`src/hw/xilinx_ram_pkg.sv`:
```
/* Xilinx RAM support package
   Memory optimisation modes and UltraRAM read pipeline sizing */
package xilinx_ram_pkg;

    // ----------------------------------------
    // Constants
    // ----------------------------------------
    // Address width of one UltraRAM block (4K deep)
    localparam int URAM_BLOCK_ADDR_WID = 12;

    // Extra read register stages per configuration
    localparam int URAM_PIPE_STAGES_LATENCY = 0;
    localparam int URAM_PIPE_STAGES_SINGLE  = 1;
    localparam int URAM_PIPE_STAGES_CASCADE = 2;

    // ----------------------------------------
    // Types
    // ----------------------------------------
    typedef enum logic {
        OPT_MODE_LATENCY,
        OPT_MODE_TIMING
    } opt_mode_t;

    // ----------------------------------------
    // Functions
    // ----------------------------------------
    // Read register stages after the array output register
    function automatic int get_uram_rd_pipeline_stages(
        input int        addr_wid,
        input opt_mode_t opt_mode
    );
        int stages;
        case (opt_mode)
            OPT_MODE_LATENCY: stages = URAM_PIPE_STAGES_LATENCY;
            default: begin
                // Deeper arrays cascade several blocks
                if (addr_wid <= URAM_BLOCK_ADDR_WID) begin
                    stages = URAM_PIPE_STAGES_SINGLE;
                end else begin
                    stages = URAM_PIPE_STAGES_CASCADE;
                end
            end
        endcase
        return stages;
    endfunction

endpackage : xilinx_ram_pkg
```
`src/hw/stats_pkg.sv`:
```
/* Flow statistics package
   Table sizes, counter widths and memory configuration */
package stats_pkg;

    // ----------------------------------------
    // Flow table
    // ----------------------------------------
    localparam int FLOW_ID_WID = 10;
    localparam int NUM_FLOWS   = 2 ** FLOW_ID_WID;

    // ----------------------------------------
    // Counters
    // ----------------------------------------
    localparam int PKT_CNT_WID  = 32;
    localparam int BYTE_CNT_WID = 48;
    localparam int PKT_LEN_WID  = 16;

    // Entry layout is {packets, bytes}, bytes in the low bits
    localparam int ENTRY_WID = PKT_CNT_WID + BYTE_CNT_WID;

    // ----------------------------------------
    // Memory
    // ----------------------------------------
    localparam xilinx_ram_pkg::opt_mode_t TABLE_OPT_MODE = xilinx_ram_pkg::OPT_MODE_TIMING;

    // Array register plus the extra read stages
    localparam int TABLE_RD_LATENCY =
        1 + xilinx_ram_pkg::get_uram_rd_pipeline_stages(FLOW_ID_WID, TABLE_OPT_MODE);

endpackage : stats_pkg

```
`src/hw/stats_host_read.sv`:
```
/* Host read port
   Waits for a free RAM read slot, returns both counters with a valid pulse */
`timescale 1ns/1ps

module stats_host_read (
    input  logic                               clk,
    input  logic                               wr_srst,
    input  logic                               init_done,
    input  logic                               upd_issue,

    // Host side
    input  logic                               rd_req,
    input  logic [stats_pkg::FLOW_ID_WID-1:0]  rd_id,
    output logic                               rd_valid,
    output logic [stats_pkg::PKT_CNT_WID-1:0]  rd_pkts,
    output logic [stats_pkg::BYTE_CNT_WID-1:0] rd_bytes,

    // RAM side
    input  logic [stats_pkg::ENTRY_WID-1:0]    ram_rd_data,
    output logic                               host_rd_en,
    output logic [stats_pkg::FLOW_ID_WID-1:0]  host_rd_addr
);
    import stats_pkg::*;

    logic                   req_ok;
    logic                   pend;
    logic [FLOW_ID_WID-1:0] pend_id;
    logic                   lat_vld [TABLE_RD_LATENCY];

    // ----------------------------------------
    // Request capture and issue
    // ----------------------------------------
    assign req_ok       = rd_req && init_done;
    // A new request may issue in its own cycle if the port is free
    assign host_rd_en   = (pend || req_ok) && !upd_issue;
    assign host_rd_addr = pend ? pend_id : rd_id;

    always_ff @(posedge clk) begin
        if (wr_srst) begin
            pend <= 1'b0;
        end else if (host_rd_en) begin
            pend <= 1'b0;
        end else if (req_ok) begin
            pend <= 1'b1;
        end
    end

    always_ff @(posedge clk) begin
        if (req_ok && !pend) pend_id <= rd_id;
    end

    // ----------------------------------------
    // Return
    // ----------------------------------------
    always_ff @(posedge clk) begin
        if (wr_srst) begin
            for (int i = 0; i < TABLE_RD_LATENCY; i++) begin
                lat_vld[i] <= 1'b0;
            end
        end else begin
            lat_vld[0] <= host_rd_en;
            for (int i = 1; i < TABLE_RD_LATENCY; i++) begin
                lat_vld[i] <= lat_vld[i-1];
            end
        end
    end

    assign rd_valid = lat_vld[TABLE_RD_LATENCY-1];
    assign rd_pkts  = ram_rd_data[ENTRY_WID-1 -: PKT_CNT_WID];
    assign rd_bytes = ram_rd_data[BYTE_CNT_WID-1:0];

endmodule : stats_host_read

```
`config.mk`:
```
export PLATFORM = sky130hd
export DESIGN_NAME = stats_host_read
export DESIGN_NICKNAME = d
export VERILOG_FILES = /design/src/hw/xilinx_ram_pkg.sv /design/src/hw/stats_pkg.sv /design/src/hw/stats_host_read.sv
export SDC_FILE = /design/constraint.sdc
export NUM_CORES = 1
export LEC_CHECK = 0
export BUFFER_PORTS_ARGS = -buffer_cell sky130_fd_sc_hd__buf_2
export CORE_AREA = 2 2 73 75
export CTS_BUF_LIST = sky130_fd_sc_hd__clkbuf_4
export CTS_CLUSTER_DIAMETER = 60
export DETAILED_ROUTE_END_ITERATION = 10
export DIE_AREA = 0 0 75 77
export PLACE_DENSITY = 0.66
export SLEW_MARGIN = 40
export SYNTH_ARGS = -nofsm -noshare
export SYNTH_HDL_FRONTEND = slang
export SYNTH_SLANG_ARGS = --single-unit
```
`constraint.sdc`:
```
create_clock -name clk -period 2.1 [get_ports clk]
set_clock_uncertainty 0.2 [all_clocks]
set_input_delay 0.21 -clock clk [delete_from_list [all_inputs] [get_ports clk]]
set_output_delay 0.21 -clock clk [all_outputs]
set_load 0.01 [all_outputs]
```
== After elaboration in Yosys (flattened, before gate mapping) ==
Memories as Yosys holds them, arrays and structs flattened.
Index checks and enable logic that the tools add are counted.
Cells by class
  add/subtract/negate cells: 0
  $mul: 0
  div/mod/pow operators: 0
  order comparisons: 0
  equal/unequal tests: 0
  shifts and indexed selects: 0
  multiplexer cells: 6
  bitwise logic cells: 2
  reduce and logical (&&, ||, !) cells: 7
Operator list (number)
  two-way mux 10 bit: 1
  two-way mux 1 bit: 5
  logical AND 1 bit: 3
  zero test 1 bit: 2
  OR 1 bit: 2
  OR reduction 2 bit: 1
  logical OR 1 bit: 1
Storage, ports and cells
  register bits after elaboration: 11
  latch bits: 0
  RAM bits: 2
  memory bits (read-only): 0
  bits of input ports: 95
  memories kept: 1
Memory list
  lat_vld: depth 2, width 1, read ports 2, clocked after memory_dff 0, wr ports 2, RTL line stats_host_read.sv:28  | logic lat_vld [TABLE_RD_LATENCY];

== Depth between registers and ports, before layout ==
  depth in word-level cells: 4
  mapped depth: 3
  gate-level depth less buffers: 2

== Worst setup path after synthesis ==
Ideal clock, no wire load.
  path type: register to register
  start: reg pend
  end: reg pend_id[0] (enable)
  library setup time: 376 ps
  data arrival time: 943 ps
  data required time: 1524 ps
  slack: 580 ps
  stages on the path, launching flop included: 3
  path buffers: 1
  period minus slack after synthesis: 1520 ps
  path through: dfxtp_1 buf_6 nor2_1
On the way
  word-level cells in the longest chain between the ends: 2
RTL lines
  from (decl): RTL line stats_host_read.sv:26  | logic pend;
  from (signal assigned): RTL line stats_host_read.sv:40  | pend <= 1'b0;
  from (signal assigned): RTL line stats_host_read.sv:42  | pend <= 1'b0;
  from (signal assigned): RTL line stats_host_read.sv:44  | pend <= 1'b1;
  zero test 1 bit: RTL line stats_host_read.sv:49  | if (req_ok && !pend) pend_id <= rd_id;
  logical AND 1 bit: RTL line stats_host_read.sv:49
  to (signal assigned): RTL line stats_host_read.sv:49
  to (decl): RTL line stats_host_read.sv:27  | logic [FLOW_ID_WID-1:0] pend_id;
Every way passes these cells.
A chain may end at the register's enable or synchronous reset.

== Worst setup path after layout ==
  start: reg pend
  end: out host_rd_addr[1] (netlist bit)
On the way
  word-level cells in the longest chain between the ends: 1
RTL lines
  two-way mux 10 bit: RTL line stats_host_read.sv:36  | assign host_rd_addr = pend ? pend_id : rd_id;
  to (decl): RTL line stats_host_read.sv:21  | output logic [stats_pkg::FLOW_ID_WID-1:0] host_rd_addr
Every way passes these cells.

==> results.py <==
metrics = {
    "power_and_ir_drop": {
        "p_int_uw": 431.6,
        "p_clk_share_pct": 29.7,
        "p_comb_share_pct": 16.9,
        "p_per_area_nw_per_um2": 578.1,
        "switching_share_pct": 21.18,
        "power.switching_uw": 116.0,
        "seq_power_share_pct": 53.4,
        "ir_drop_uv": 160.1,
        "leakage_uw": 0.0003882,
    },
    "global_route": {
        "grt_use_total_pct": 6.647,
        "grt_pass1_vias": 581,
        "grt_pass1_wl_um": 2884,
        "gr-total-overflow": 0,
        "grt_max_degree": 8,
        "antenna_found_initial": 0,
    },
    "synth": {
        "synth_ff_type": "edfxtp_1",
        "ys_seq_elements": 13,
        "synth.cell_area_um2": 1166,
        "yosys-top-cells-count": "buf_4, edfxtp_1, mux2_4",
        "synth_cell_types": 12,
        "synthTopCellsByArea": "buf_4, edfxtp_1, mux2_4",
        "avgSynthCellArea_um2": 10.51,
        "synth.largest_area_cell": "buf_4",
        "synthCells": 111,
        "synth.most_common_cell": "buf_4",
        "yosysWarningCount": 0,
        "yosysTopAreaCellShare_pct": 51.50,
        "ys_seq_area_share_pct": 30.90,
        "synth_edf_count": 10,
        "async_flop_share_pct": 0,
        "syn-num-nets": 206,
    },
    "setup_path": {
        "crit_path_start_kind": "register",
        "worstSetupPathType": "register to output pin",
        "r2r_slack_ps": 560,
        "crit_arrival_ps": 1470,
        "critPathRequiredTime_ps": 1690,
        "crit_chain": "buf_4, mux2_4, buf_2",
        "critPathCapture": "host_rd_addr[1]",
        "reg2reg_to": "lat_vld[0][0]$_SDFF_PP0_",
        "cp_slowest_cell": "dfxtp_1",
        "r2r_cells": 3,
        "slowest_delay_ps": 500,
        "end_kind": "output pin",
        "crit_fanout": 7,
        "worstSetupStartpoint": "pend$_SDFFE_PP0P_",
        "worstReg2RegStart": "pend$_SDFFE_PP0P_",
    },
    "sta": {
        "grt_setup_unrepaired": "false",
        "drv_slew": 0,
        "setup_tns_ps": 0,
        "hold_viol_final": 0,
        "worstMarginPinSlew_ps": 299.9,
        "setup_viol": 0,
        "fin_crit_sh_pct": 89.53,
        "slew-limit-headroom_pct": 79.98,
        "max_freq_ghz": 0.5319,
        "fin_crit_ps": 1880,
    },
    "status": {
        "status": "finished clean",
    },
    "final_layout": {
        "finalNonFillerCells": 145,
        "diodes": 0,
        "finalNetCount": 171,
        "drive_above_1_share_pct": 58.67,
        "syn_to_final_growth_pct": -18.78,
    },
    "clocking": {
        "htreeDepth": 1,
        "cts.path.max_buffers": 2,
        "ctsRootBufferMaster": "clkbuf_4",
        "cts_resized": 0,
        "clkLatencyLatePin_ps": 270,
        "numClockSinks": 13,
        "cts-buffers-inserted": 3,
        "postCtsSetupRepairBufs": 0,
        "path_clk_slew_ps": 80,
        "cts_tree": "built",
    },
    "place": {
        "placed_cells": 128,
        "dp_hpwl_um": 1434,
        "place_congestion": 0.6025,
        "port_buffers": 26,
    },
    "die": {
        "fp-row-count": 26,
        "core_um2": 4977,
        "chipHeight_um": 77,
        "pin_count": 187,
        "die_area_um2": 5775,
        "initial_core_util_pct": 23.43,
        "die_w_um": 75,
    },
    "routing": {
        "routed_wl_um": 1874,
        "viasPerCell": 3.407,
        "route.detailed.wl_per_inst_um": 12.92,
        "drtIter0Drc": 8,
        "firstDrtPassIters": 3,
        "num_vias": 494,
        "drtAntennaViolNets": 0,
        "route.detailed.drc": 0,
    },
    "worst_hold_path": {
        "worstHoldPathType": "primary input to register",
    },
    "run": {
        "maxCapViolCount": 0,
    },
}
-- routing by layer --
layer	global-route usage [%]	part of all wire [%]	up-vias	routed length [µm]
li1	-	-	205	-
met1	5.297	27	201	513
met2	9.825	48	62	893
met3	4.599	18	26	329
met4	7.143	7.4	0	138
met5	0	0	-	0
-- how the worst min path moves through the flow --
stage | startpoint | end | slack (ps) | depth (start not counted)
final | init_done | pend$_SDFFE_PP0P_ | 80 | 3
after global routing | init_done | pend$_SDFFE_PP0P_ | 100 | 3
after CTS | init_done | pend$_SDFFE_PP0P_ | 70 | 3
after detailed placement | rd_id[4] | pend_id[4]$_DFFE_PP_ | 210 | 1
after global placement | rd_id[0] | pend_id[0]$_DFFE_PP_ | 200 | 1
after floorplan | wr_srst | pend$_SDFFE_PP0P_ | 80 | 1
-- stage by stage --
step / power [µW] / worst slack (ps) / instance area, µm² / util (%) / hold slack [ps]
finish: 547.5 / 220.0 / 947.2 / 19.03 / 83.69
detailed placement: 373.9 / 508.1 / 787.0 / 15.81 / 205.8
CTS: 558.5 / 193.9 / 947.2 / 19.03 / 73.74
floorplan: 494.2 / 580.5 / 1166 / - / 79.51
global route: 577.0 / 133.3 / 947.2 / 19.03 / 95.33
global placement: 373.3 / 534.5 / 787.0 / 15.81 / 202.3
-- cell usage in the layout (no fill, tap or decap) --
cell,synthesis,layout
clkbuf_4,0,4
nor2b_1,1,1
nand2_1,1,1
buf_2,0,26
nor3b_2,1,1
buf_4,80,2
dfxtp_1,3,3
nor3_1,1,1
nor2_1,2,2
dlygate4sd3_1,0,13
mux2_4,8,8
mux2_2,2,2
a21oi_4,1,1
edfxtp_1,10,10
-- worst max-delay path, delay by kind of cell (launching register included) --
kind / cells / cell delay, ps
buf+inv: 2 / 390
flops: 1 / 500
mux: 1 / 310
-- registers in the layout, indices dropped and copies added (netlist names) --
signal	cells
pend	1
pend_id	10
lat_vld	2
-- cells by family (layout without fill, tap and decap cells) --
kind of cell	count (synthesis)	in the layout	share of synthesized area, %
AND/OR/NAND/NOR	6	6	3.004
flip-flops	13	13	30.90
AO/OA/AOI/OAI	1	1	1.395
buffers and inverters	81	45	52.47
multiplexers	10	10	12.23
-- area by class of cell --
class | count | area (µm²)
well taps | 70 | 87.58
fillers | 540 | 4030
flip-flops and latches | 13 | 360.3
repair buffers | 41 | 275.3
clock buffers | 4 | 30.03
multi-input cells | 17 | 193.9
-- power groups by stage --
| stage | Clock [µW] | Sequential (µW) | Combinational [µW] |
|---|---|---|---|
| 3_5_place_dp | 0 | 298 | 75.8 |
| 6_report | 163 | 292 | 92.6 |
| 3_3_place_gp | 0 | 298 | 75.7 |
| 5_1_grt | 181 | 294 | 103 |
| 2_1_floorplan | 0 | 297 | 197 |
| 4_1_cts | 173 | 292 | 93.5 |
-- timing repair --
item | in CTS | in global routing
hold buffers | 13 | 0
hold endpoints to repair | 13 | 0
setup endpoints to repair | 0 | 0
No activity file was read; power rests on OpenSTA's default activity.
