==> src/hw/xilinx_ram_pkg.sv <==
/* Xilinx RAM support package
   Memory optimisation modes and UltraRAM read pipeline sizing */
package xilinx_ram_pkg;

    // ----------------------------------------
    // Constants
    // ----------------------------------------
    // Address width of one UltraRAM block (4K deep)
    localparam int URAM_BLOCK_ADDR_WID = 12;

    // Extra read register stages per configuration
    localparam int URAM_PIPE_STAGES_LATENCY = 0;
    localparam int URAM_PIPE_STAGES_SINGLE  = 1;
    localparam int URAM_PIPE_STAGES_CASCADE = 2;

    // ----------------------------------------
    // Types
    // ----------------------------------------
    typedef enum logic {
        OPT_MODE_LATENCY,
        OPT_MODE_TIMING
    } opt_mode_t;

    // ----------------------------------------
    // Functions
    // ----------------------------------------
    // Read register stages after the array output register
    function automatic int get_uram_rd_pipeline_stages(
        input int        addr_wid,
        input opt_mode_t opt_mode
    );
        int stages;
        case (opt_mode)
            OPT_MODE_LATENCY: stages = URAM_PIPE_STAGES_LATENCY;
            default: begin
                // Deeper arrays cascade several blocks
                if (addr_wid <= URAM_BLOCK_ADDR_WID) begin
                    stages = URAM_PIPE_STAGES_SINGLE;
                end else begin
                    stages = URAM_PIPE_STAGES_CASCADE;
                end
            end
        endcase
        return stages;
    endfunction

endpackage : xilinx_ram_pkg
==> src/hw/stats_pkg.sv <==
/* Flow statistics package
   Table sizes, counter widths and memory configuration */
package stats_pkg;

    // ----------------------------------------
    // Flow table
    // ----------------------------------------
    localparam int FLOW_ID_WID = 10;
    localparam int NUM_FLOWS   = 2 ** FLOW_ID_WID;

    // ----------------------------------------
    // Counters
    // ----------------------------------------
    localparam int PKT_CNT_WID  = 32;
    localparam int BYTE_CNT_WID = 48;
    localparam int PKT_LEN_WID  = 16;

    // Entry layout is {packets, bytes}, bytes in the low bits
    localparam int ENTRY_WID = PKT_CNT_WID + BYTE_CNT_WID;

    // ----------------------------------------
    // Memory
    // ----------------------------------------
    localparam xilinx_ram_pkg::opt_mode_t TABLE_OPT_MODE = xilinx_ram_pkg::OPT_MODE_TIMING;

    // Array register plus the extra read stages
    localparam int TABLE_RD_LATENCY =
        1 + xilinx_ram_pkg::get_uram_rd_pipeline_stages(FLOW_ID_WID, TABLE_OPT_MODE);

endpackage : stats_pkg

==> src/hw/stats_update.sv <==
/* Counter update pipeline
   Read-modify-write with in-flight forwarding; also owns the RAM port muxes */
`timescale 1ns/1ps

module stats_update (
    input  logic                              clk,
    input  logic                              wr_srst,
    input  logic                              cnt_en,

    // Init sweep
    input  logic                              init_done,
    input  logic                              init_wr,
    input  logic [stats_pkg::FLOW_ID_WID-1:0] init_addr,

    // Update strobe
    input  logic                              upd,
    input  logic [stats_pkg::FLOW_ID_WID-1:0] upd_id,
    input  logic [stats_pkg::PKT_LEN_WID-1:0] upd_bytes,

    // Host read request
    input  logic                              host_rd_en,
    input  logic [stats_pkg::FLOW_ID_WID-1:0] host_rd_addr,
    output logic                              upd_issue,

    // RAM ports
    input  logic [stats_pkg::ENTRY_WID-1:0]   ram_rd_data,
    output logic                              ram_rd_en,
    output logic [stats_pkg::FLOW_ID_WID-1:0] ram_rd_addr,
    output logic                              ram_wr_req,
    output logic [stats_pkg::FLOW_ID_WID-1:0] ram_wr_addr,
    output logic [stats_pkg::ENTRY_WID-1:0]   ram_wr_data
);
    import xilinx_ram_pkg::*;
    import stats_pkg::*;

    // ----------------------------------------
    // Parameters
    // ----------------------------------------
    localparam int RD_LAT = TABLE_RD_LATENCY;
    // Write-backs issued since the oldest outstanding read, excluding the current one
    localparam int FWD_DEPTH = get_uram_rd_pipeline_stages(FLOW_ID_WID, TABLE_OPT_MODE) + 1;

    // ----------------------------------------
    // Signals
    // ----------------------------------------
    logic                   p_vld   [RD_LAT];
    logic [FLOW_ID_WID-1:0] p_id    [RD_LAT];
    logic [PKT_LEN_WID-1:0] p_bytes [RD_LAT];

    logic                   wb_vld;
    logic [FLOW_ID_WID-1:0] wb_id;
    logic [ENTRY_WID-1:0]   wb_data;

    logic                   hist_vld  [FWD_DEPTH];
    logic [FLOW_ID_WID-1:0] hist_id   [FWD_DEPTH];
    logic [ENTRY_WID-1:0]   hist_data [FWD_DEPTH];

    logic                    fwd_hit;
    logic [ENTRY_WID-1:0]    fwd_data;
    logic [ENTRY_WID-1:0]    base;
    logic [PKT_CNT_WID-1:0]  sum_pkts;
    logic [BYTE_CNT_WID-1:0] sum_bytes;

    // ----------------------------------------
    // Port muxes
    // ----------------------------------------
    assign upd_issue   = upd && init_done;
    assign ram_rd_en   = upd_issue || host_rd_en;
    assign ram_rd_addr = upd_issue ? upd_id : host_rd_addr;

    assign ram_wr_req  = init_done ? wb_vld : init_wr;
    assign ram_wr_addr = init_done ? wb_id : init_addr;
    assign ram_wr_data = init_done ? wb_data : '0;

    // ----------------------------------------
    // Update tracking alongside the RAM read
    // ----------------------------------------
    always_ff @(posedge clk) begin
        if (wr_srst) begin
            for (int i = 0; i < RD_LAT; i++) begin
                p_vld[i] <= 1'b0;
            end
        end else begin
            p_vld[0] <= upd_issue;
            for (int i = 1; i < RD_LAT; i++) begin
                p_vld[i] <= p_vld[i-1];
            end
        end
    end

    always_ff @(posedge clk) begin
        p_id[0]    <= upd_id;
        p_bytes[0] <= upd_bytes;
        for (int i = 1; i < RD_LAT; i++) begin
            p_id[i]    <= p_id[i-1];
            p_bytes[i] <= p_bytes[i-1];
        end
    end

    // ----------------------------------------
    // Forwarding
    // ----------------------------------------
    // Oldest first so fresher matches overwrite
    always_comb begin
        fwd_hit  = 1'b0;
        fwd_data = '0;
        for (int i = FWD_DEPTH - 1; i >= 0; i--) begin
            if (hist_vld[i] && hist_id[i] == p_id[RD_LAT-1]) begin
                fwd_hit  = 1'b1;
                fwd_data = hist_data[i];
            end
        end
        // Write-back going out this cycle only counts if the RAM takes it
        if (wb_vld && cnt_en && wb_id == p_id[RD_LAT-1]) begin
            fwd_hit  = 1'b1;
            fwd_data = wb_data;
        end
    end

    assign base      = fwd_hit ? fwd_data : ram_rd_data;
    assign sum_pkts  = base[ENTRY_WID-1 -: PKT_CNT_WID] + 1'b1;
    assign sum_bytes = base[BYTE_CNT_WID-1:0] + BYTE_CNT_WID'(p_bytes[RD_LAT-1]);

    // ----------------------------------------
    // Write-back and history
    // ----------------------------------------
    always_ff @(posedge clk) begin
        if (wr_srst) begin
            wb_vld <= 1'b0;
            for (int i = 0; i < FWD_DEPTH; i++) begin
                hist_vld[i] <= 1'b0;
            end
        end else begin
            wb_vld      <= p_vld[RD_LAT-1];
            hist_vld[0] <= wb_vld && cnt_en;
            for (int i = 1; i < FWD_DEPTH; i++) begin
                hist_vld[i] <= hist_vld[i-1];
            end
        end
    end

    always_ff @(posedge clk) begin
        wb_id        <= p_id[RD_LAT-1];
        wb_data      <= {sum_pkts, sum_bytes};
        hist_id[0]   <= wb_id;
        hist_data[0] <= wb_data;
        for (int i = 1; i < FWD_DEPTH; i++) begin
            hist_id[i]   <= hist_id[i-1];
            hist_data[i] <= hist_data[i-1];
        end
    end

endmodule : stats_update

==> config.mk <==
export PLATFORM = sky130hd
export DESIGN_NAME = stats_update
export DESIGN_NICKNAME = d
export VERILOG_FILES = /design/src/hw/xilinx_ram_pkg.sv /design/src/hw/stats_pkg.sv /design/src/hw/stats_update.sv
export SDC_FILE = /design/constraint.sdc
export NUM_CORES = 1
export LEC_CHECK = 0
export BUFFER_PORTS_ARGS = -buffer_cell sky130_fd_sc_hd__buf_2
export CORE_MARGIN = 2
export CORE_UTILIZATION = 52
export CTS_BUF_LIST = sky130_fd_sc_hd__clkbuf_8
export CTS_CLUSTER_SIZE = 30
export DETAILED_ROUTE_END_ITERATION = 16
export GPL_ROUTABILITY_DRIVEN = 0
export PLACE_DENSITY_LB_ADDON = 0.1
export RECOVER_POWER = 100
export SYNTH_ARGS = -nofsm -noshare
export SYNTH_HDL_FRONTEND = slang
export SYNTH_SLANG_ARGS = --single-unit
==> constraint.sdc <==
create_clock -name clk -period 6.1 [get_ports clk]
set_input_delay 1.525 -clock clk [delete_from_list [all_inputs] [get_ports clk]]
set_output_delay 1.525 -clock clk [all_outputs]
set_load 0.005 [all_outputs]
* After elaboration in Yosys (flattened, before gate mapping)
Memory sizes are Yosys's and may differ from the RTL's. A register that Yosys moved wholly into a read port is not among the register bits.
Index checks and enable logic that the tools add are counted.
** Storage, ports and cells
- Latch bits :: 0
- Memory bits (read-only) :: 0
- Bits of input ports :: 133
- Flip-flop bits (word level) :: 90
- Memory bits (writable) :: 236
- Logic and storage cells :: 41
- Memories :: 6
** Memories
- hist_data :: depth 2, width 80, read ports 2, clocked after Yosys merged registers in 0, wr ports 2, line stats_update.sv:56 : logic [ENTRY_WID-1:0] hist_data [FWD_DEPTH];
- p_bytes :: depth 2, width 16, read ports 2, clocked after Yosys merged registers in 0, wr ports 2, line stats_update.sv:48 : logic [PKT_LEN_WID-1:0] p_bytes [RD_LAT];
- hist_id :: depth 2, width 10, read ports 2, clocked after Yosys merged registers in 0, wr ports 2, line stats_update.sv:55 : logic [FLOW_ID_WID-1:0] hist_id [FWD_DEPTH];
- p_id :: depth 2, width 10, read ports 2, clocked after Yosys merged registers in 0, wr ports 2, line stats_update.sv:47 : logic [FLOW_ID_WID-1:0] p_id [RD_LAT];
- hist_vld :: depth 2, width 1, read ports 2, clocked after Yosys merged registers in 0, wr ports 2, line stats_update.sv:54 : logic hist_vld [FWD_DEPTH];
- p_vld :: depth 2, width 1, read ports 2, clocked after Yosys merged registers in 1, wr ports 2, line stats_update.sv:46 : logic p_vld [RD_LAT];
** Operators by class
- Divide/modulo/power cells :: 0
- Bitwise logic cells :: 4
- Multipliers :: 0
- Shift-type cells :: 0
- Magnitude comparators :: 0
- Equality and inequality tests :: 3
- $add $sub $neg :: 2
- Multiplexer cells :: 18
- Reduce and logical (&&, ||, !) cells :: 6
** Operator list (count)
- $mux 80 :: 5
- $add 48x16->48 :: 1
- $add 32x1->32 const B :: 1
- $eq 10x10->1 :: 3
- $mux 10 :: 2
- $mux 1 :: 11
- $logic_and 1x1->1 :: 5
- $or 1x1->1 :: 4
- $logic_or 1x1->1 :: 1

* Longest topological paths before layout
- Depth after elaboration :: 7
- Gate-level depth with buffers :: 25
- Mapped depth without buffers :: 20

* Worst setup path before layout
No wires, ideal clock.
- Path kind :: input -> register
- Start point :: in cnt_en
- End point :: reg wb_data[32]
- Stages on the path :: 22
- Arrival time :: 5.809 ns
- Path slack :: 0.176 ns
- Setup time :: 0.115 ns
- Buffers on the path :: 3
- Path through :: nand2_1 -> nand4bb_1 -> or3_1 -> clkbuf_1 -> nand3_1 -> clkbuf_1 -> clkbuf_1 -> o22ai_1 -> nor2_1 -> ha_1 -> inv_1 -> fa_1 -> nor2b_1 -> o21ai_0 -> a21oi_1 -> o21ai_0 -> a31oi_1 -> o21ai_0 -> nor3_2 -> nand3b_4 -> or4b_1 -> and3_1
** Between the ends
- Longest elaborated chain between the ends :: 5
- Elaborated cells on any way between the ends :: 6
- Classes of those cells :: add/sub (1); mux (3); reduce/logical (2)
** Ends and longest elaborated chain
- from (decl) :: line stats_update.sv:8 : input logic cnt_en,
- $logic_and 1x1->1 * (2 in series) :: line stats_update.sv:114 : if (wb_vld && cnt_en && wb_id == p_id[RD_LAT-1]) begin
- $mux 80 or $mux 1 (tied branches) :: line stats_update.sv:114
- $mux 80 * :: line stats_update.sv:120 : assign base = fwd_hit ? fwd_data : ram_rd_data;
- $add 48x16->48 * :: line stats_update.sv:122 : assign sum_bytes = base[BYTE_CNT_WID-1:0] + BYTE_CNT_WID'(p_bytes[RD_LAT-1]);
- named net sum_bytes[32] :: line stats_update.sv:62 : logic [BYTE_CNT_WID-1:0] sum_bytes;
- to (signal assigned) :: line stats_update.sv:144 : wb_data <= {sum_pkts, sum_bytes};
- to (decl) :: line stats_update.sv:52 : logic [ENTRY_WID-1:0] wb_data;
The timed path passes the listed nets; every way through them passes the cells marked *.

* Worst setup path after layout
- Start point :: in cnt_en
- End point :: reg wb_data[47]
The elaborated chain is that of the path after synthesis.

==> metrics.md <==
| Metric | Value |
|---|---|
| Status | `complete, but fails checks` |
| Failing checks | `capacitance limit, slew limit` |
| Largest family of logic cells by synthesized area | `simple AND/OR/NAND/NOR gates` |
| Vias in the first global route | `10.2k` |
| Clk slew on worst S/H paths | `roughly 0.060 ns` |
| Fin area | `roughly 15000 um2` |
| DR vias | `between 10k and 15k` |
| Top FF cell, synth | `dfxtp_1` |
| Met1 Use GR | `around a third` |
| ANT nets after route | `0` |
| Post-Route Hold Slack | `0.326 ns` |
| Ys async rst share | `0%` |
| R2r startpoint | `p_id[0][17]$_DFF_P_` |
| GR peak layer | `met2` |
| Top-area cell type share of the netlist area | `about 50%` |
| R2R cell count | `20` |
| Mux contribution to synthesized area | `under 10%` |
| PostCTS Resize Cnt | `0` |
| Initial core utilization | `53.2%` |
| Post-Syn Instances | `1341` |
| Commonest non-fill, non-tap cell in the layout | `dfxtp_1` |
| Max H-tree Level | `2` |
| Worst hold path type | `reg2reg` |
| Met3 Use GR | `a little under 4%` |
| Final WL | `approximately 35000 um` |
| Hold Crit Start | `p_id[0][3]$_DFF_P_` |
| Max_slew headroom | `-5.84%` |
| Hold path cells | `0` |
| Post-CTS setup buffer count | `0` |
| Final setup viols | `0` |
| Startpoint Class | `primary input` |
| Num rows | `between 50 and 60` |
| Total CTS buffers | `50` |
| Clock tree buffer depth | `3` |
| CTS sink count | `approximately 330` |
| Port Buf Inserts | `235` |
| P&R area growth vs syn | `17.6%` |
| Crit share post-route | `93.0%` |
| F_max | `176 MHz` |
| Die Y | `162 um` |
| Peak supply drop | `0.248 mV` |
| Core ar. | `24500 um2` |
| Nets | `1738` |
| Synth Area in Simple Gates | `approximately 22%` |
| Placement Setup Slack | `0.0910 ns` |
| Slew @ Worst Pin | `1.59 ns` |
| Fin. Hold Viols | `0` |
| Clk root buf | `clkbuf_8` |
| Final min period | `5.68 ns` |
| DRT Pass-1 Iters | `6` |
| Slew Viols, Final | `45` |
| Reg2reg setup slack | `0.56 ns` |
| CP Max Fanout | `7` |
| Hold buffer count at CTS | `0` |
| Synth area leaders | `dfxtp_1, xnor2_1, and2_1` |
| Final WS setup | `0.424 ns` |
| Complex-gate fraction of the synthesized area | `approximately 13%` |
| Placed cell area | `14500 um2` |
| WP data arrival | `6.12 ns` |
| Io pins | `around 240` |
| Clk_lat worst skew | `0.57 ns` |
| GR Overflow Total | `0` |
| P_leak | `6.61 nW` |
| First-pass GRT wire length | `between 50000 and 60000 um` |
| Pwr dens | `295 nW/um2` |
| Clk_skew | `roughly 0.015 ns` |
| Total of max-cap violations | `1` |
| Layout cells sized above 1 | `22.1%` |
| WS Path Type | `in2reg` |
| Total power draw | `~0.0045 W` |
| Die X | `162 um` |
| Setup tns final | `0 ns` |
| Met2 GRT Util | `44.5%` |
| Register area share after synthesis | `50.3%` |
| Final HPWL DP | `24600 um` |
| Largest net degree at the start of global routing | `61` |
| Worst EP required | `6.55 ns` |
| Most frequent cells in the layout | `dfxtp_1, buf_2, nor2_1, nand2_1, xnor2_1` |
| GRT Overall Usage | `26.4%` |
| Ys Warns | `0` |
| Area leader, netlist | `dfxtp_1` |
| WHS Endpoint | `p_id[0][13]$_DFF_P_` |
| Filler cell count | `approximately 2.1k` |
| Mapped Avg Cell Area | `about 9.7 um2` |
| R2R Path End | `wb_data[47]$_DFF_P_` |
| Post-synth EDFFs | `0` |
| Netlist Area Pre-Place | `13000 um2` |
| Endpoint type of the worst setup path | `flip-flop` |
| #FFs+latches synth | `327` |
| Via density | `5.44` |
| Synthesized Nets | `1492` |
| Initial antenna violation count | `1` |
| Routed wire per std cell | `18.0 um` |
| Adder-cell share of the synthesized area | `1.79%` |
| CTS tree | `done` |
| Post-route DRC | `0` |
| Die ar. | `26300 um2` |
| RSZ-0062 raised after global routing | `false` |
| Synth unique cells | `77` |
| Initial detailed-routing violation count | `785` |
| Post-synthesis xor/xnor area fraction | `6.46%` |
-- synth_stat cells, drive strengths merged, types with 11 or more instances --
| cell type | n |
|---|---|
| ha | 17 |
| xor2 | 27 |
| dfxtp | 327 |
| mux2i | 12 |
| nor2 | 120 |
| mux2 | 24 |
| o21ai | 53 |
| and4 | 15 |
| a21oi | 58 |
| nor4 | 17 |
| nand2 | 102 |
| xnor2 | 69 |
| clkbuf | 31 |
| nand4 | 29 |
| and2 | 84 |
| inv | 18 |
| o22ai | 12 |
| a21o | 23 |
| buf | 39 |
| nand3 | 53 |
| a31oi | 22 |
| nor3 | 35 |
| and3 | 11 |
-- power breakdown --
group	internal (W)	switching [W]	leakage, nW	total [W]
Combinational	0.000179	0.000188	3.29	0.000367
Clock	0.000930	0.000819	0.554	0.00175
Sequential	0.00231	0.0000941	2.76	0.00241
-- how the worst max path moves through the flow --
stage / endpoint / depth (start not counted) / start / slack [ns]
final: wb_data[47]$_DFF_P_ / 20 / cnt_en / 0.42
after global routing: wb_data[32]$_DFF_P_ / 20 / cnt_en / 0.15
after CTS: wb_data[47]$_DFF_P_ / 20 / cnt_en / 0.65
after detailed placement: wb_data[47]$_DFF_P_ / 20 / cnt_en / 0.09
after global placement: wb_data[37]$_DFF_P_ / 20 / cnt_en / 0.18
after floorplan: wb_data[32]$_DFF_P_ / 22 / cnt_en / 0.18
-- layer usage --
| metal | vias to the layer above | wire [um] |
|---|---|---|
| met2 | 378 | 16500 |
| li1 | 5220 | - |
| met5 | - | 0 |
| met1 | 4923 | 15700 |
| met3 | 57 | 2110 |
| met4 | 0 | 781 |
-- cells by family (layout without fill, tap and decap cells) --
kind of cell             count (synthesis)  after routing
flip-flops                             327            327
AO/OA/AOI/OAI                          254            254
multiplexers                            36             36
adder cells (fa/ha/maj)                 18             18
buffers and inverters                   88            367
AND/OR/NAND/NOR                        522            522
other                                    0              1
XOR/XNOR                                96             96
-- through the flow --
step,cells,util (%)
CTS,1944,63.1
finish,1945,62.6
global route,1944,62.6
floorplan,1341,-
detailed placement,1859,59.1
global placement,1859,59.1
-- worst max-delay path, stage by stage --
cell       delay [ns]
buf_2            0.09
nand2_1          0.11
nand4bb_1        0.37
or3_1            0.48
nand3_1          0.15
buf_4            0.21
o22ai_1          0.09
nor2_1           0.11
ha_1             0.23
a21o_1           0.16
nor3_1           0.04
o21ai_0          0.12
nand3_1          0.19
nor3_1           0.24
o41ai_1          0.11
clkbuf_1         0.18
or4_1            0.69
nor4_2           0.63
nand4_1          0.21
xor2_1           0.18
-- flip-flops by register name (all words and copies together) (netlist names), 2 cells and up --
name and count:
wb_id 10, hist_data 160, p_bytes 32, wb_data 80
p_vld 2, p_id 20, hist_id 20, hist_vld 2
-- layout make-up --
cell class | count | area (um2) | share of cell area [%]
well taps | 324 | 405 | 2.65
repair buffers | 264 | 1360 | 8.89
multi-input cells | 926 | 5960 | 38.9
inverters | 18 | 67.6 | 0.441
flip-flops and latches | 327 | 6550 | 42.8
clock inverters | 25 | 140 | 0.916
clock buffers | 60 | 826 | 5.40
diodes | 1 | 2.50 | 0.0164
Power figures use the tool's default switching activity.
