[src/hw/xilinx_ram_pkg.sv]
/* Xilinx RAM support package
   Memory optimisation modes and UltraRAM read pipeline sizing */
package xilinx_ram_pkg;

    // ----------------------------------------
    // Constants
    // ----------------------------------------
    // Address width of one UltraRAM block (4K deep)
    localparam int URAM_BLOCK_ADDR_WID = 12;

    // Extra read register stages per configuration
    localparam int URAM_PIPE_STAGES_LATENCY = 0;
    localparam int URAM_PIPE_STAGES_SINGLE  = 1;
    localparam int URAM_PIPE_STAGES_CASCADE = 2;

    // ----------------------------------------
    // Types
    // ----------------------------------------
    typedef enum logic {
        OPT_MODE_LATENCY,
        OPT_MODE_TIMING
    } opt_mode_t;

    // ----------------------------------------
    // Functions
    // ----------------------------------------
    // Read register stages after the array output register
    function automatic int get_uram_rd_pipeline_stages(
        input int        addr_wid,
        input opt_mode_t opt_mode
    );
        int stages;
        case (opt_mode)
            OPT_MODE_LATENCY: stages = URAM_PIPE_STAGES_LATENCY;
            default: begin
                // Deeper arrays cascade several blocks
                if (addr_wid <= URAM_BLOCK_ADDR_WID) begin
                    stages = URAM_PIPE_STAGES_SINGLE;
                end else begin
                    stages = URAM_PIPE_STAGES_CASCADE;
                end
            end
        endcase
        return stages;
    endfunction

endpackage : xilinx_ram_pkg
[src/hw/stats_pkg.sv]
/* Flow statistics package
   Table sizes, counter widths and memory configuration */
package stats_pkg;

    // ----------------------------------------
    // Flow table
    // ----------------------------------------
    localparam int FLOW_ID_WID = 10;
    localparam int NUM_FLOWS   = 2 ** FLOW_ID_WID;

    // ----------------------------------------
    // Counters
    // ----------------------------------------
    localparam int PKT_CNT_WID  = 32;
    localparam int BYTE_CNT_WID = 48;
    localparam int PKT_LEN_WID  = 16;

    // Entry layout is {packets, bytes}, bytes in the low bits
    localparam int ENTRY_WID = PKT_CNT_WID + BYTE_CNT_WID;

    // ----------------------------------------
    // Memory
    // ----------------------------------------
    localparam xilinx_ram_pkg::opt_mode_t TABLE_OPT_MODE = xilinx_ram_pkg::OPT_MODE_TIMING;

    // Array register plus the extra read stages
    localparam int TABLE_RD_LATENCY =
        1 + xilinx_ram_pkg::get_uram_rd_pipeline_stages(FLOW_ID_WID, TABLE_OPT_MODE);

endpackage : stats_pkg

[src/hw/stats_init.sv]
/* Flow table init sweeper
   Writes zero to every entry once after reset, then flags completion */
`timescale 1ns/1ps

module stats_init (
    input  logic                             clk,
    input  logic                             wr_srst,
    output logic                             init_wr,
    output logic [stats_pkg::FLOW_ID_WID-1:0] init_addr,
    output logic                             init_done
);
    import stats_pkg::*;

    localparam logic [FLOW_ID_WID-1:0] LAST_ADDR = FLOW_ID_WID'(NUM_FLOWS - 1);

    // ----------------------------------------
    // Sweep counter
    // ----------------------------------------
    always_ff @(posedge clk) begin
        if (wr_srst) begin
            init_wr   <= 1'b0;
            init_addr <= '0;
            init_done <= 1'b0;
        end else if (init_wr) begin
            init_addr <= init_addr + 1'b1;
            // Last entry written this cycle
            if (init_addr == LAST_ADDR) begin
                init_wr   <= 1'b0;
                init_done <= 1'b1;
            end
        end else if (!init_done) begin
            // Kick off the sweep on the first cycle out of reset
            init_wr <= 1'b1;
        end
    end

endmodule : stats_init

[config.mk]
export PLATFORM = sky130hd
export DESIGN_NAME = stats_init
export DESIGN_NICKNAME = d
export VERILOG_FILES = /design/src/hw/xilinx_ram_pkg.sv /design/src/hw/stats_pkg.sv /design/src/hw/stats_init.sv
export SDC_FILE = /design/constraint.sdc
export NUM_CORES = 1
export LEC_CHECK = 0
export BUFFER_PORTS_ARGS = -buffer_cell sky130_fd_sc_hd__buf_2
export CAP_MARGIN = 30
export CORE_AREA = 2 2 39 41
export DETAILED_ROUTE_END_ITERATION = 6
export DIE_AREA = 0 0 41 43
export GPL_TIMING_DRIVEN = 0
export PLACE_DENSITY = 0.71
export SETUP_SLACK_MARGIN = 0.2
export SLEW_MARGIN = 20
export SYNTH_ARGS = -nofsm -noshare
export SYNTH_HDL_FRONTEND = slang
export SYNTH_SLANG_ARGS = --single-unit
[constraint.sdc]
create_clock -name clk -period 1.2 [get_ports clk]
set_input_delay 0.06 -clock clk [delete_from_list [all_inputs] [get_ports clk]]
set_output_delay 0.06 -clock clk [all_outputs]
set_load 0.01 [all_outputs]
* Yosys cells after proc, flatten, opt, wreduce, memory -nomap -nowiden
Index checks and enable logic that the tools add are counted.
** Word-level totals
- Bits in registers :: 12
- Input bits :: 2
- Memory bits (writable) :: 0
- Output and inout port bits :: 12
- ROM bits :: 0
- Memories :: 0
- Word-level logic and storage cells :: 9
- Latch bits :: 0
** Operators by class
- Shift operators :: 0
- Bitwise gates (word level) :: 0
- Reductions and logical operators :: 1
- $add $sub $neg :: 1
- Muxes and demuxes :: 3
- Multiply operators :: 0
- Divide/modulo/power cells :: 0
- Eq/ne operators :: 1
- $lt $le $gt $ge :: 0
** Operator list (count)
- adder 10 x 1 -> 10 bit (second input constant) :: 1
- == test 10 bit (second input constant) :: 1
- two-way mux 1 bit :: 3
- AND reduction 2 bit :: 1

* Logic depth before layout (Yosys ltp)
Gate-level depths: netlist of the first run.
- Depth after elaboration :: 3
- Depth in mapped cells :: 5
- Gate-level depth less buffers :: 4

* Worst setup path after synthesis of the first run
OpenSTA, ideal clock, no wires.
- Path kind :: register to register
- Start :: register init_wr
- End :: register init_addr[9] (netlist name)
- Arrival :: 1.350 ns
- Data required time :: 1.129 ns
- Cell stages (with the launch flop) :: 6
- Period minus slack after synthesis :: 1.421 ns
- Slack :: -0.221 ns
- Library setup time :: 0.071 ns
- Buffers on the path :: 2
- Path through :: dfxtp_1 buf_6 nand4_2 buf_6 or4_1 a21oi_1
** RTL lines
- start: declaration :: line stats_init.sv:8 : output logic init_wr,
- start signal: assignment :: line stats_init.sv:21 : init_wr <= 1'b0;
- start signal: assignment :: line stats_init.sv:28 : init_wr <= 1'b0;
- start signal: assignment :: line stats_init.sv:33 : init_wr <= 1'b1;
- end signal: assignment :: line stats_init.sv:25 : init_addr <= init_addr + 1'b1;
- end: declaration :: line stats_init.sv:9 : output logic [stats_pkg::FLOW_ID_WID-1:0] init_addr,

==> metrics.md, run 1 <==
| Metric | Value |
|---|---|
| Post-Synthesis Cell Area | 522 µm² |
| Die ar. | 1760 µm² |
| Area growth syn-to-layout | 54.7% |
| Worst setup margin | -0.140 ns |
| Total number of H-tree levels | 1 |
| DRT Pass-1 Iters | 4 |
| RSZ-0062 raised after global routing | yes |
| Vias per cell | 5.25 |
| Synth cell types | 23 |
| Met2 global-route usage | 22.5% |
| Post-synthesis register bit count | 12 |
| DR iter-0 viols | 7 |
| RePlAce Congestion | 0.668 |
| Core Rows | 14 |
| Sw frac | 24.5% |
| Clk sinks | 12 |
| Critical Path End Type | flop |
| Global-route wire length before repair | 1730 µm |
| Sequential fraction of the synthesis area | 46.0% |
| Layout cells sized above 1 | 54.2% |
| Met3 Use GR | 4.71% |
| Starting Density | 37.7% |
| Tot Pwr | 0.760 mW |
| Clock-pin slew on the worst setup and hold paths | 0.08 ns |
| Fin nets | 87 |
| Num CTS Buffers | 3 |
| FILL cells | 120 |
| Largest delay contributor family on the critical path | simple AND/OR/NAND/NOR gates |
| Global route hottest layer | met2 |
| HPWL after DPL | 719 µm |
| Met1 GRT Util | 16.6% |
| Outcome | complete, but fails checks |
| Failing checks | setup timing |
| Pin count of the biggest net entering global routing | 11 |
| CP max FO | 5 |
| Maximum vdd ir drop | 479 µV |
| ANT cells | 0 |
| Final Hold Viols | 0 |
| GRT overflow | 0 |
| Main synth FF type | dfxtp_1 |
| MaxCap Viol Count | 0 |
| Worst R2R Path Depth | 5 |
| Clock Skew | 0.00322 ns |
| Crit-path cells | buf_6 -> nand4_4 -> buf_6 -> or4_4 -> a21oi_2 |
| Most used cell, CP | buf_6 |
| Buffers and inverters on the worst path | 2 |
| Latest clock arrival within the worst-skew pair | 0.27 ns |
| Clock power frac | 35.0% |
| Post-route minimum period | 1.34 ns |
| Syn_area_per_cell | 9.32 µm² |
| Die height | 43 µm |
| Crit path largest cell delay | 0.47 ns |
| Internal Pwr Total | 0.574 mW |
| Via count | 520 |
| Period utilization | 112% |
| Dpl cell area | 643 µm² |
| Finished Cell Area | 807 µm² |
| Clock tree buffer depth | 2 |
| End of the worst register-to-register path | init_addr[7]$_SDFFE_PP0P_ |
| Critical path arrival | 1.54 ns |
| R2r setup slk | -0.14 ns |
| Sequential share of power | 55.2% |
| Hold WC Path Type | in2reg |
| Async S/R FF share, synth | 0% |
| Fmax | 746 MHz |
| Worst Setup Start Kind | flop |
| Post-route DRC | 0 |
| Post-DRT Antenna Nets | 0 |
| Net switching power | 0.186 mW |
| Syn Nets | 59 |
| Vias in the first global route | 424 |
| Slew Viols, Final | 0 |
| Hold Path End | init_done$_SDFFE_PP0P_ |
| Syn. warnings | 0 |
| Initial antenna violation count | 0 |
| Crit-path slowest cell | or4_4 |
| I/O Buffers | 13 |
| GR Util All Layers | 14.5% |
| Combinational share of power | 9.8% |
| Cells after Synth | 56 |
| Die Span X | 41 µm |
| CORE AREA | 1380 µm² |
| Start point of the worst min-delay path | wr_srst |
| Worst slew pin tran | 0.511 ns |
| Total Wirelength | 1280 µm |
| IO Pins | 14 |
| PD cells | 942 nW/µm² |
| DR WL/cell | 12.9 µm |
| Slew headroom | 65.9% |
| Final setup viols | 7 |
| Req. time, crit path | 1.40 ns |
| CTS tree | done |
| Hold Path Cell Cnt | 2 |
| R2r startpoint | init_wr$_SDFF_PP0_ |
| Clock root buffer | clkbuf_4 |
| Kind of critical path | reg2reg |
| Static Leak | 0.348 nW |
| Post-synth EDFFs | 0 |
==> cell type report <==
| class | instances | area [µm²] | area share (%) |
|---|---|---|---|
| Buffer | 3 | 26.3 | 3.26 |
| Clock buffer | 4 | 26.3 | 3.26 |
| Inverter | 2 | 7.51 | 0.930 |
| Multi-Input combinational cell | 39 | 314 | 38.9 |
| Sequential cell | 12 | 256 | 31.8 |
| Tap cell | 16 | 20.0 | 2.48 |
| Timing Repair Buffer | 23 | 156 | 19.4 |
==> stage by stage <==
stage | setup TNS (ns) | std cells | util [%] | worst slack [ns] | hold slack, ns
2_1_floorplan | -0.281 | 56 | - | -0.109 | 0.132
3_5_place_dp | -0.486 | 85 | 46.5 | -0.140 | 0.251
4_1_cts | -0.506 | 98 | 56.0 | -0.116 | 0.0647
5_1_grt | -0.744 | 99 | 58.3 | -0.190 | 0.0680
6_report | -0.396 | 99 | 58.3 | -0.140 | 0.0741
3_3_place_gp | -0.404 | 85 | 46.5 | -0.112 | 0.246
==> logic make-up after synthesis <==
family,share of synthesized area [%]
buffers and inverters,6.47
AOI/OAI and AO/OA,12.9
and+or+nand+nor,23.5
DFF,46.0
adders and majority gates,2.40
xor gates and xnor gates,6.72
muxes,1.92
==> worst register-to-register path, stage by stage, from the launching register on <==
cell and delay [ns]:
dfxtp_2 0.34, buf_6 0.10, nand4_4 0.08, buf_6 0.15
or4_4 0.47, a21oi_2 0.14
==> repair_timing <==
item	in CTS	in global routing
hold buffers	1	0
buffers inserted	8	0
cloned	0	1
setup endpoints to repair	7	10
pin swaps	7	8
endpoints found under the hold margin	1	0
resized for setup	4	8
==> per-layer routing <==
| metal | vias to the layer above | part of all wire (%) |
|---|---|---|
| li1 | 252 | - |
| met3 | 4 | 3.2 |
| met5 | - | 0 |
| met4 | 0 | 2.1 |
| met1 | 252 | 44 |
| met2 | 12 | 51 |
==> state kept, by name (all words and copies together) (netlist names) <==
name and cells:
init_addr 10, init_done 1, init_wr 1
==> placed cells by master, fill, tap and decap left out <==
cell           count
dfxtp_2            4
clkbuf_1           2
o21ai_0            2
o31ai_1            3
nor4_4             1
nand4_4            1
or4_4              1
a21oi_1            3
xor2_1             3
dfxtp_4            3
ha_4               1
nor3_1             1
o21ba_2            1
buf_12             1
or3_4              1
buf_2             14
nand2_1            2
nand2_2            1
nor2_1             5
nand3_2            1
or4_1              2
buf_4              6
mux2i_1            1
a21oi_2            2
or3_1              1
clkbuf_4           3
xnor2_1            1
dfxtp_1            5
nand3_1            1
nor2b_1            1
nand4_1            2
dlygate4sd3_1      1
buf_6              3
nand2_4            1
inv_1              2
==> how the worst max path moves through the flow <==
stage / start / endpoint / slack, ns / cells after the start
final: init_wr$_SDFF_PP0_ / init_addr[7]$_SDFFE_PP0P_ / -0.14 / 5
after global routing: init_wr$_SDFF_PP0_ / init_addr[7]$_SDFFE_PP0P_ / -0.19 / 5
after CTS: init_wr$_SDFF_PP0_ / init_addr[7]$_SDFFE_PP0P_ / -0.12 / 5
after detailed placement: init_wr$_SDFF_PP0_ / init_addr[7]$_SDFFE_PP0P_ / -0.14 / 5
after global placement: init_wr$_SDFF_PP0_ / init_addr[7]$_SDFFE_PP0P_ / -0.11 / 5
after floorplan: init_wr$_SDFF_PP0_ / init_addr[9]$_SDFFE_PP0P_ / -0.11 / 5
==> synth_stat cells (2+ instances only) <==
cell type | number | area (µm²)
inv_1 | 2 | 7.51
nand2_1 | 4 | 15.0
nand4_1 | 2 | 12.5
dfxtp_1 | 12 | 240
o21ai_0 | 2 | 10.0
nor2_1 | 5 | 18.8
nand3_1 | 2 | 10.0
a21oi_1 | 5 | 25.0
o31ai_1 | 3 | 22.5
buf_6 | 2 | 22.5
xor2_1 | 3 | 26.3
or4_1 | 3 | 22.5
==> power by group through the flow <==
stage               clock network [mW]  registers [mW]  logic (mW)
CTS                              0.267           0.421      0.0723
global placement                     0           0.434      0.0509
floorplan                            0           0.436      0.0304
detailed placement                   0           0.433      0.0520
global route                     0.288           0.420      0.0811
finish                           0.266           0.419      0.0748
Power figures use the tool's default switching activity.
==> run 2, diff against run 1 <==
--- a/config.mk
+++ b/config.mk
@@ -7,11 +7,11 @@
 export LEC_CHECK = 0
 export BUFFER_PORTS_ARGS = -buffer_cell sky130_fd_sc_hd__buf_2
 export CAP_MARGIN = 30
-export CORE_AREA = 2 2 39 41
+export CORE_MARGIN = 2
+export CORE_UTILIZATION = 36
 export DETAILED_ROUTE_END_ITERATION = 6
-export DIE_AREA = 0 0 41 43
 export GPL_TIMING_DRIVEN = 0
-export PLACE_DENSITY = 0.71
+export PLACE_DENSITY = 0.66
 export SETUP_SLACK_MARGIN = 0.2
 export SLEW_MARGIN = 20
 export SYNTH_ARGS = -nofsm -noshare
==> constraint.sdc (replaced) <==
create_clock -name clk -period 1.2 [get_ports clk]
set_input_delay 0.24 -clock clk [delete_from_list [all_inputs] [get_ports clk]]
set_output_delay 0.24 -clock clk [all_outputs]
set_load 0.01 [all_outputs]
==> metrics.md, run 2 (synthesis gave the netlist of run 1 again) <==
| Metric | Value |
|---|---|
| Most frequent cells in the layout | buf_6, dfxtp_4, buf_4 (was buf_2, buf_4, nor2_1, dfxtp_1, dfxtp_2) |
| Clock tree buffer depth | 2 (unchanged) |
| CP max FO | 7 (was 5) |
| Critical Path End Type | flop (unchanged) |
| Total Wirelength | 1430 µm (was 1280 µm) |
| Area growth syn-to-layout | 76.5% (was 54.7%) |
| Num CTS Buffers | 3 (unchanged) |
| Dpl cell area | 642 µm² (was 643 µm²) |
| Total number of H-tree levels | 1 (unchanged) |
| CTS tree | done (unchanged) |
| Most common cell after layout, fill and taps aside | buf_6 (was buf_2) |
| DR iter-0 viols | 8 (was 7) |
| DRT Pass-1 Iters | 4 (unchanged) |
| Latest clock arrival within the worst-skew pair | 0.28 ns (was 0.27 ns) |
| Reg area | 274 µm² (was 256 µm²) |
| Hold WC Path Type | in2reg (unchanged) |
| PD cells | 852 nW/µm² (was 942 nW/µm²) |
| CORE AREA | 1330 µm² (was 1380 µm²) |
| MaxCap Viol Count | 0 (unchanged) |
| ANT cells | 0 (unchanged) |
| Fin cells | 103 (was 99) |
| Multi-input gate area | 308 µm² (was 314 µm²) |
| Pre-CTS WS | -0.132 ns (was -0.140 ns) |
| Post-route minimum period | 1.31 ns (was 1.34 ns) |
| HPWL after DPL | 781 µm (was 719 µm) |
| Via count | 532 (was 520) |
| GRT overflow | 0 (unchanged) |
| Worst slew pin tran | 0.478 ns (was 0.511 ns) |
| Cts hold-fix bufs | 0 (was 1) |
| Worst Setup Start Kind | flop (unchanged) |
| Fin nets | 92 (was 87) |
| Slew headroom | 68.1% (was 65.9%) |
| Global-route wire length before repair | 2420 µm (was 1730 µm) |
| Maximum vdd ir drop | 681 µV (was 479 µV) |
| DR WL/cell | 13.9 µm (was 12.9 µm) |
| RSZ-0062 raised after global routing | yes (unchanged) |
| Largest regs | init_addr (10), init_done (1), init_wr (1) (unchanged) |
| Outcome | complete, but fails checks (unchanged) |
| Kind of critical path | reg2reg (unchanged) |
| Starting Density | 39.1% (was 37.7%) |
| Final setup viols | 7 (unchanged) |
| Vias in the first global route | 541 (was 424) |
| Slew Viols, Final | 0 (unchanged) |
| Clk sinks | 12 (unchanged) |
| Post-layout util | 69.0% (was 58.3%) |
| Flip-flop count of the largest register after layout | 10 (unchanged) |
| Critical path arrival | 1.52 ns (was 1.54 ns) |
| Die height | 42.1 µm (was 43 µm) |
| Layout cells sized above 1 | 60.2% (was 54.2%) |
| Post-DRT Antenna Nets | 0 (unchanged) |
| Clock Skew | 0.00264 ns (was 0.00322 ns) |
| Post-route DRC | 0 (unchanged) |
| Final Hold Viols | 0 (unchanged) |
| Req. time, crit path | 1.41 ns (was 1.40 ns) |
| Setup TNS | -0.458 ns (was -0.396 ns) |
| Clock-pin slew on the worst setup and hold paths | 0.07 ns (was 0.08 ns) |
| Placed Instances | 84 (was 85) |
| Register with the most flip-flops | init_addr (unchanged) |
| Period utilization | 109% (was 112%) |
| RePlAce Congestion | 0.699 (was 0.668) |
| Worst setup margin | -0.107 ns (was -0.140 ns) |
| GR Util All Layers | 19.3% (was 14.5%) |
| Clock root buffer | clkbuf_4 (unchanged) |
| Die Span X | 42.1 µm (was 41 µm) |
| Finished Cell Area | 921 µm² (was 807 µm²) |
| Core Rows | 13 (was 14) |
| Vias per cell | 5.17 (was 5.25) |
| Static Leak | 0.395 nW (was 0.348 nW) |
| IO Pins | 14 (unchanged) |
| Initial antenna violation count | 0 (unchanged) |
| Fmax | 765 MHz (was 746 MHz) |
| Pin count of the biggest net entering global routing | 11 (unchanged) |
| FILL cells | 102 (was 120) |
| Die ar. | 1770 µm² (was 1760 µm²) |
| I/O Buffers | 13 (unchanged) |
| Failing checks | setup timing (unchanged) |
==> run 2: cell type report <==
| cell class | instances | area share (%) |
|---|---|---|
| sequential | 12 | 29.8 |
| clock buffer | 3 | 2.45 |
| multi-input combinational | 39 | 33.4 |
| clock inverter | 1 | 0.408 |
| timing repair buffer | 28 | 28.3 |
| inverter | 2 | 0.815 |
| buffer | 3 | 2.85 |
| tap | 15 | 2.04 |
==> run 2: timing repair <==
| item | CTS | global route |
|---|---|---|
| pin swaps | 12 | 5 |
| resized for setup | 23 | 11 |
| setup endpoints to repair | 18 | 23 |
| endpoints found under the hold margin | 0 | 0 |
| buffers inserted | 12 | 3 |
==> run 2: per-layer routing <==
metal  vias up  part of all wire [%]  GRT usage [%]
li1        265                     -              -
met1       245                    38           17.1
met2        16                    52           34.7
met3         6                   5.4           6.90
met4         0                   4.4           15.0
met5         -                     0              0
==> run 2: per-stage QoR <==
step	hold slack, ns	total power, mW
6_report	0.131	0.785
3_5_place_dp	0.429	0.487
4_1_cts	0.126	0.788
2_1_floorplan	0.312	0.466
3_3_place_gp	0.426	0.485
5_1_grt	0.125	0.827
==> run 2: worst max-delay path, cell delays in order (launching register included) <==
cell and delay [ns]:
dfxtp_2 0.33, buf_6 0.10, nand4_4 0.07, buf_6 0.15, or4_1 0.46, a21oi_1 0.13
==> run 2: power by group <==
part | internal (mW) | switching, mW | total, mW
logic | 0.0699 | 0.0465 | 0.116
clock network | 0.121 | 0.142 | 0.263
registers | 0.395 | 0.0110 | 0.406
total | 0.586 | 0.199 | 0.785
==> run 2: path summary, 6_finish.rpt <==
path / from / to / slack [ns] / depth (start not counted)
min reg2reg: init_done$_SDFFE_PP0P_ / init_done$_SDFFE_PP0P_ / 0.51 / 1
max: init_wr$_SDFF_PP0_ / init_addr[9]$_SDFFE_PP0P_ / -0.11 / 5
max reg2reg: init_wr$_SDFF_PP0_ / init_addr[9]$_SDFFE_PP0P_ / -0.11 / 5
min: wr_srst / init_wr$_SDFF_PP0_ / 0.13 / 2
==> run 3, diff against run 2 <==
--- a/config.mk
+++ b/config.mk
@@ -11,7 +11,7 @@
 export CORE_UTILIZATION = 36
 export DETAILED_ROUTE_END_ITERATION = 6
 export GPL_TIMING_DRIVEN = 0
-export PLACE_DENSITY = 0.66
+export PLACE_DENSITY = 0.68
 export SETUP_SLACK_MARGIN = 0.2
 export SLEW_MARGIN = 20
 export SYNTH_ARGS = -nofsm -noshare
==> metrics.md, run 3 (synthesis gave the netlist of run 1 again) <==
| Metric | Value |
|---|---|
| Total number of H-tree levels | 1 (unchanged) |
| Vias per cell | 5.05 (was 5.17) |
| Initial antenna violation count | 0 (unchanged) |
| R2r startpoint | init_wr$_SDFF_PP0_ (unchanged) |
| Latest clock arrival within the worst-skew pair | 0.27 ns (was 0.28 ns) |
| DR WL/cell | 12.3 µm (was 13.9 µm) |
| RSZ-0062 raised after global routing | yes (unchanged) |
| Flip-flop count of the largest register after layout | 10 (unchanged) |
| Area growth syn-to-layout | 66.4% (was 76.5%) |
| Worst slew pin tran | 0.506 ns (was 0.478 ns) |
| I/O Buffers | 13 (unchanged) |
| Critical path arrival | 1.52 ns (about the same) |
| Pre-CTS WS | -0.123 ns (was -0.132 ns) |
| Setup TNS | -0.351 ns (was -0.458 ns) |
| Vias in the first global route | 452 (was 541) |
| Total Wirelength | 1220 µm (was 1430 µm) |
| Clock-pin slew on the worst setup and hold paths | 0.08 ns (was 0.07 ns) |
| Failing checks | setup timing (unchanged) |
| Via count | 500 (was 532) |
| Clk sinks | 12 (unchanged) |
| Static Leak | 0.353 nW (was 0.395 nW) |
| Worst Setup Start Kind | flop (unchanged) |
| Post-route DRC | 0 (unchanged) |
| Most frequent cells in the layout | buf_6, dfxtp_4, buf_4 (unchanged) |
| Final Hold Viols | 0 (unchanged) |
| Tot Pwr | 0.828 mW (was 0.785 mW) |
| Hold Slack | 0.148 ns (was 0.131 ns) |
| Layout cells sized above 1 | 60.7% (was 60.2%) |
| PD cells | 953 nW/µm² (was 852 nW/µm²) |
| DR iter-0 viols | 0 (was 8) |
| Die height | 42.1 µm (unchanged) |
| CORE AREA | 1330 µm² (unchanged) |
| CP Launch Point | init_wr$_SDFF_PP0_ (unchanged) |
| CTS tree | done (unchanged) |
| ANT cells | 0 (unchanged) |
| Fin cells | 99 (was 103) |
| Post-route minimum period | 1.32 ns (was 1.31 ns) |
| Slew Viols, Final | 0 (unchanged) |
| Clock root buffer | clkbuf_4 (unchanged) |
| Outcome | complete, but fails checks (unchanged) |
| Global-route wire length before repair | 1970 µm (was 2420 µm) |
| Die Span X | 42.1 µm (unchanged) |
| IO Pins | 14 (unchanged) |
| Starting Density | 39.1% (unchanged) |
| Clock Skew | 0.00430 ns (was 0.00264 ns) |
| Die ar. | 1770 µm² (unchanged) |
| Pin count of the biggest net entering global routing | 11 (unchanged) |
| Hold WC Path Type | in2reg (unchanged) |
| Worst setup margin | -0.122 ns (was -0.107 ns) |
| Most common cell after layout, fill and taps aside | buf_6 (unchanged) |
| HPWL after DPL | 739 µm (was 781 µm) |
| Slew headroom | 66.3% (was 68.1%) |
| DRT Pass-1 Iters | 1 (was 4) |
| Cts hold-fix bufs | 0 (unchanged) |
| Clock tree buffer depth | 2 (unchanged) |
| Start point of the worst min-delay path | wr_srst (unchanged) |
| Req. time, crit path | 1.40 ns (was 1.41 ns) |
| CP max FO | 5 (was 7) |
| Post-DRT Antenna Nets | 0 (unchanged) |
| Maximum vdd ir drop | 620 µV (was 681 µV) |
| Critical Path End Type | flop (unchanged) |
| Num CTS Buffers | 3 (unchanged) |
| Core Rows | 13 (unchanged) |
| Kind of critical path | reg2reg (unchanged) |
| MaxCap Viol Count | 0 (unchanged) |
| Fin nets | 88 (was 92) |
| GR Util All Layers | 14.3% (was 19.3%) |
| Largest regs | init_addr (10), init_done (1), init_wr (1) (unchanged) |
| RePlAce Congestion | 0.697 (was 0.699) |
| Final setup viols | 6 (was 7) |
| GRT overflow | 0 (unchanged) |
| Register with the most flip-flops | init_addr (unchanged) |
| Fmax | 756 MHz (was 765 MHz) |
| Period utilization | 110% (was 109%) |
| Placed Instances | 84 (unchanged) |
-- run 3: cell types whose count changed in the layout (fill, tap and decap cells not counted), sizes merged --
cell and change:
clkbuf +1, clkinv -1, buf -4
-- run 3: path summary, 6_finish.rpt --
check,endpoint,slack [ns],depth (start not counted)
min reg2reg,init_done$_SDFFE_PP0P_,0.49,1
min,init_wr$_SDFF_PP0_,0.15,2
max,init_addr[7]$_SDFFE_PP0P_,-0.12,5
max reg2reg,init_addr[7]$_SDFFE_PP0P_,-0.12,5
-- run 3: layout make-up --
class / instances / area [µm²]
multi-input cells: 39 / 303
flip-flops and latches: 12 / 270
repair buffers: 24 / 206
fillers: 115 / 465
clock buffers: 4 / 36.3
inverters: 2 / 7.51
plain buffers: 3 / 26.3
well taps: 15 / 18.8
-- run 3: layer usage --
layer	global-route usage [%]	wire length [µm]	share of wire, %	vias up
met1	18.2	541	44	233
met5	0	0	0	-
li1	-	-	-	256
met4	7.50	4	0.33	0
met2	23.1	627	51	9
met3	2.59	49	4.0	2
-- run 3: metrics by stage --
stage | cell area (µm²) | util (%)
after floorplan | 558 | -
after global placement | 642 | 48.1
after detailed placement | 642 | 48.1
after CTS | 773 | 58.0
after global routing | 868 | 65.1
final | 868 | 65.1
-- run 3: power by group --
group	internal [mW]	switching, mW	total, mW	leakage, nW
clock network	0.184	0.128	0.313	0.0210
registers	0.397	0.0133	0.411	0.104
logic	0.0639	0.0408	0.105	0.228
total	0.645	0.183	0.828	0.353
-- run 3: timing repair --
action | CTS | global route
setup buffers | 5 | 5
resized for setup | 14 | 14
pin swaps | 2 | 5
endpoints found under the setup margin | 17 | 22
gates cloned | 1 | 0
-- run 3: critical path, stage by stage (launching register included) --
cell and delay (ns):
dfxtp_2 0.34, buf_6 0.10, nand4_4 0.07, buf_6 0.14
or4_4 0.48, a21oi_2 0.13
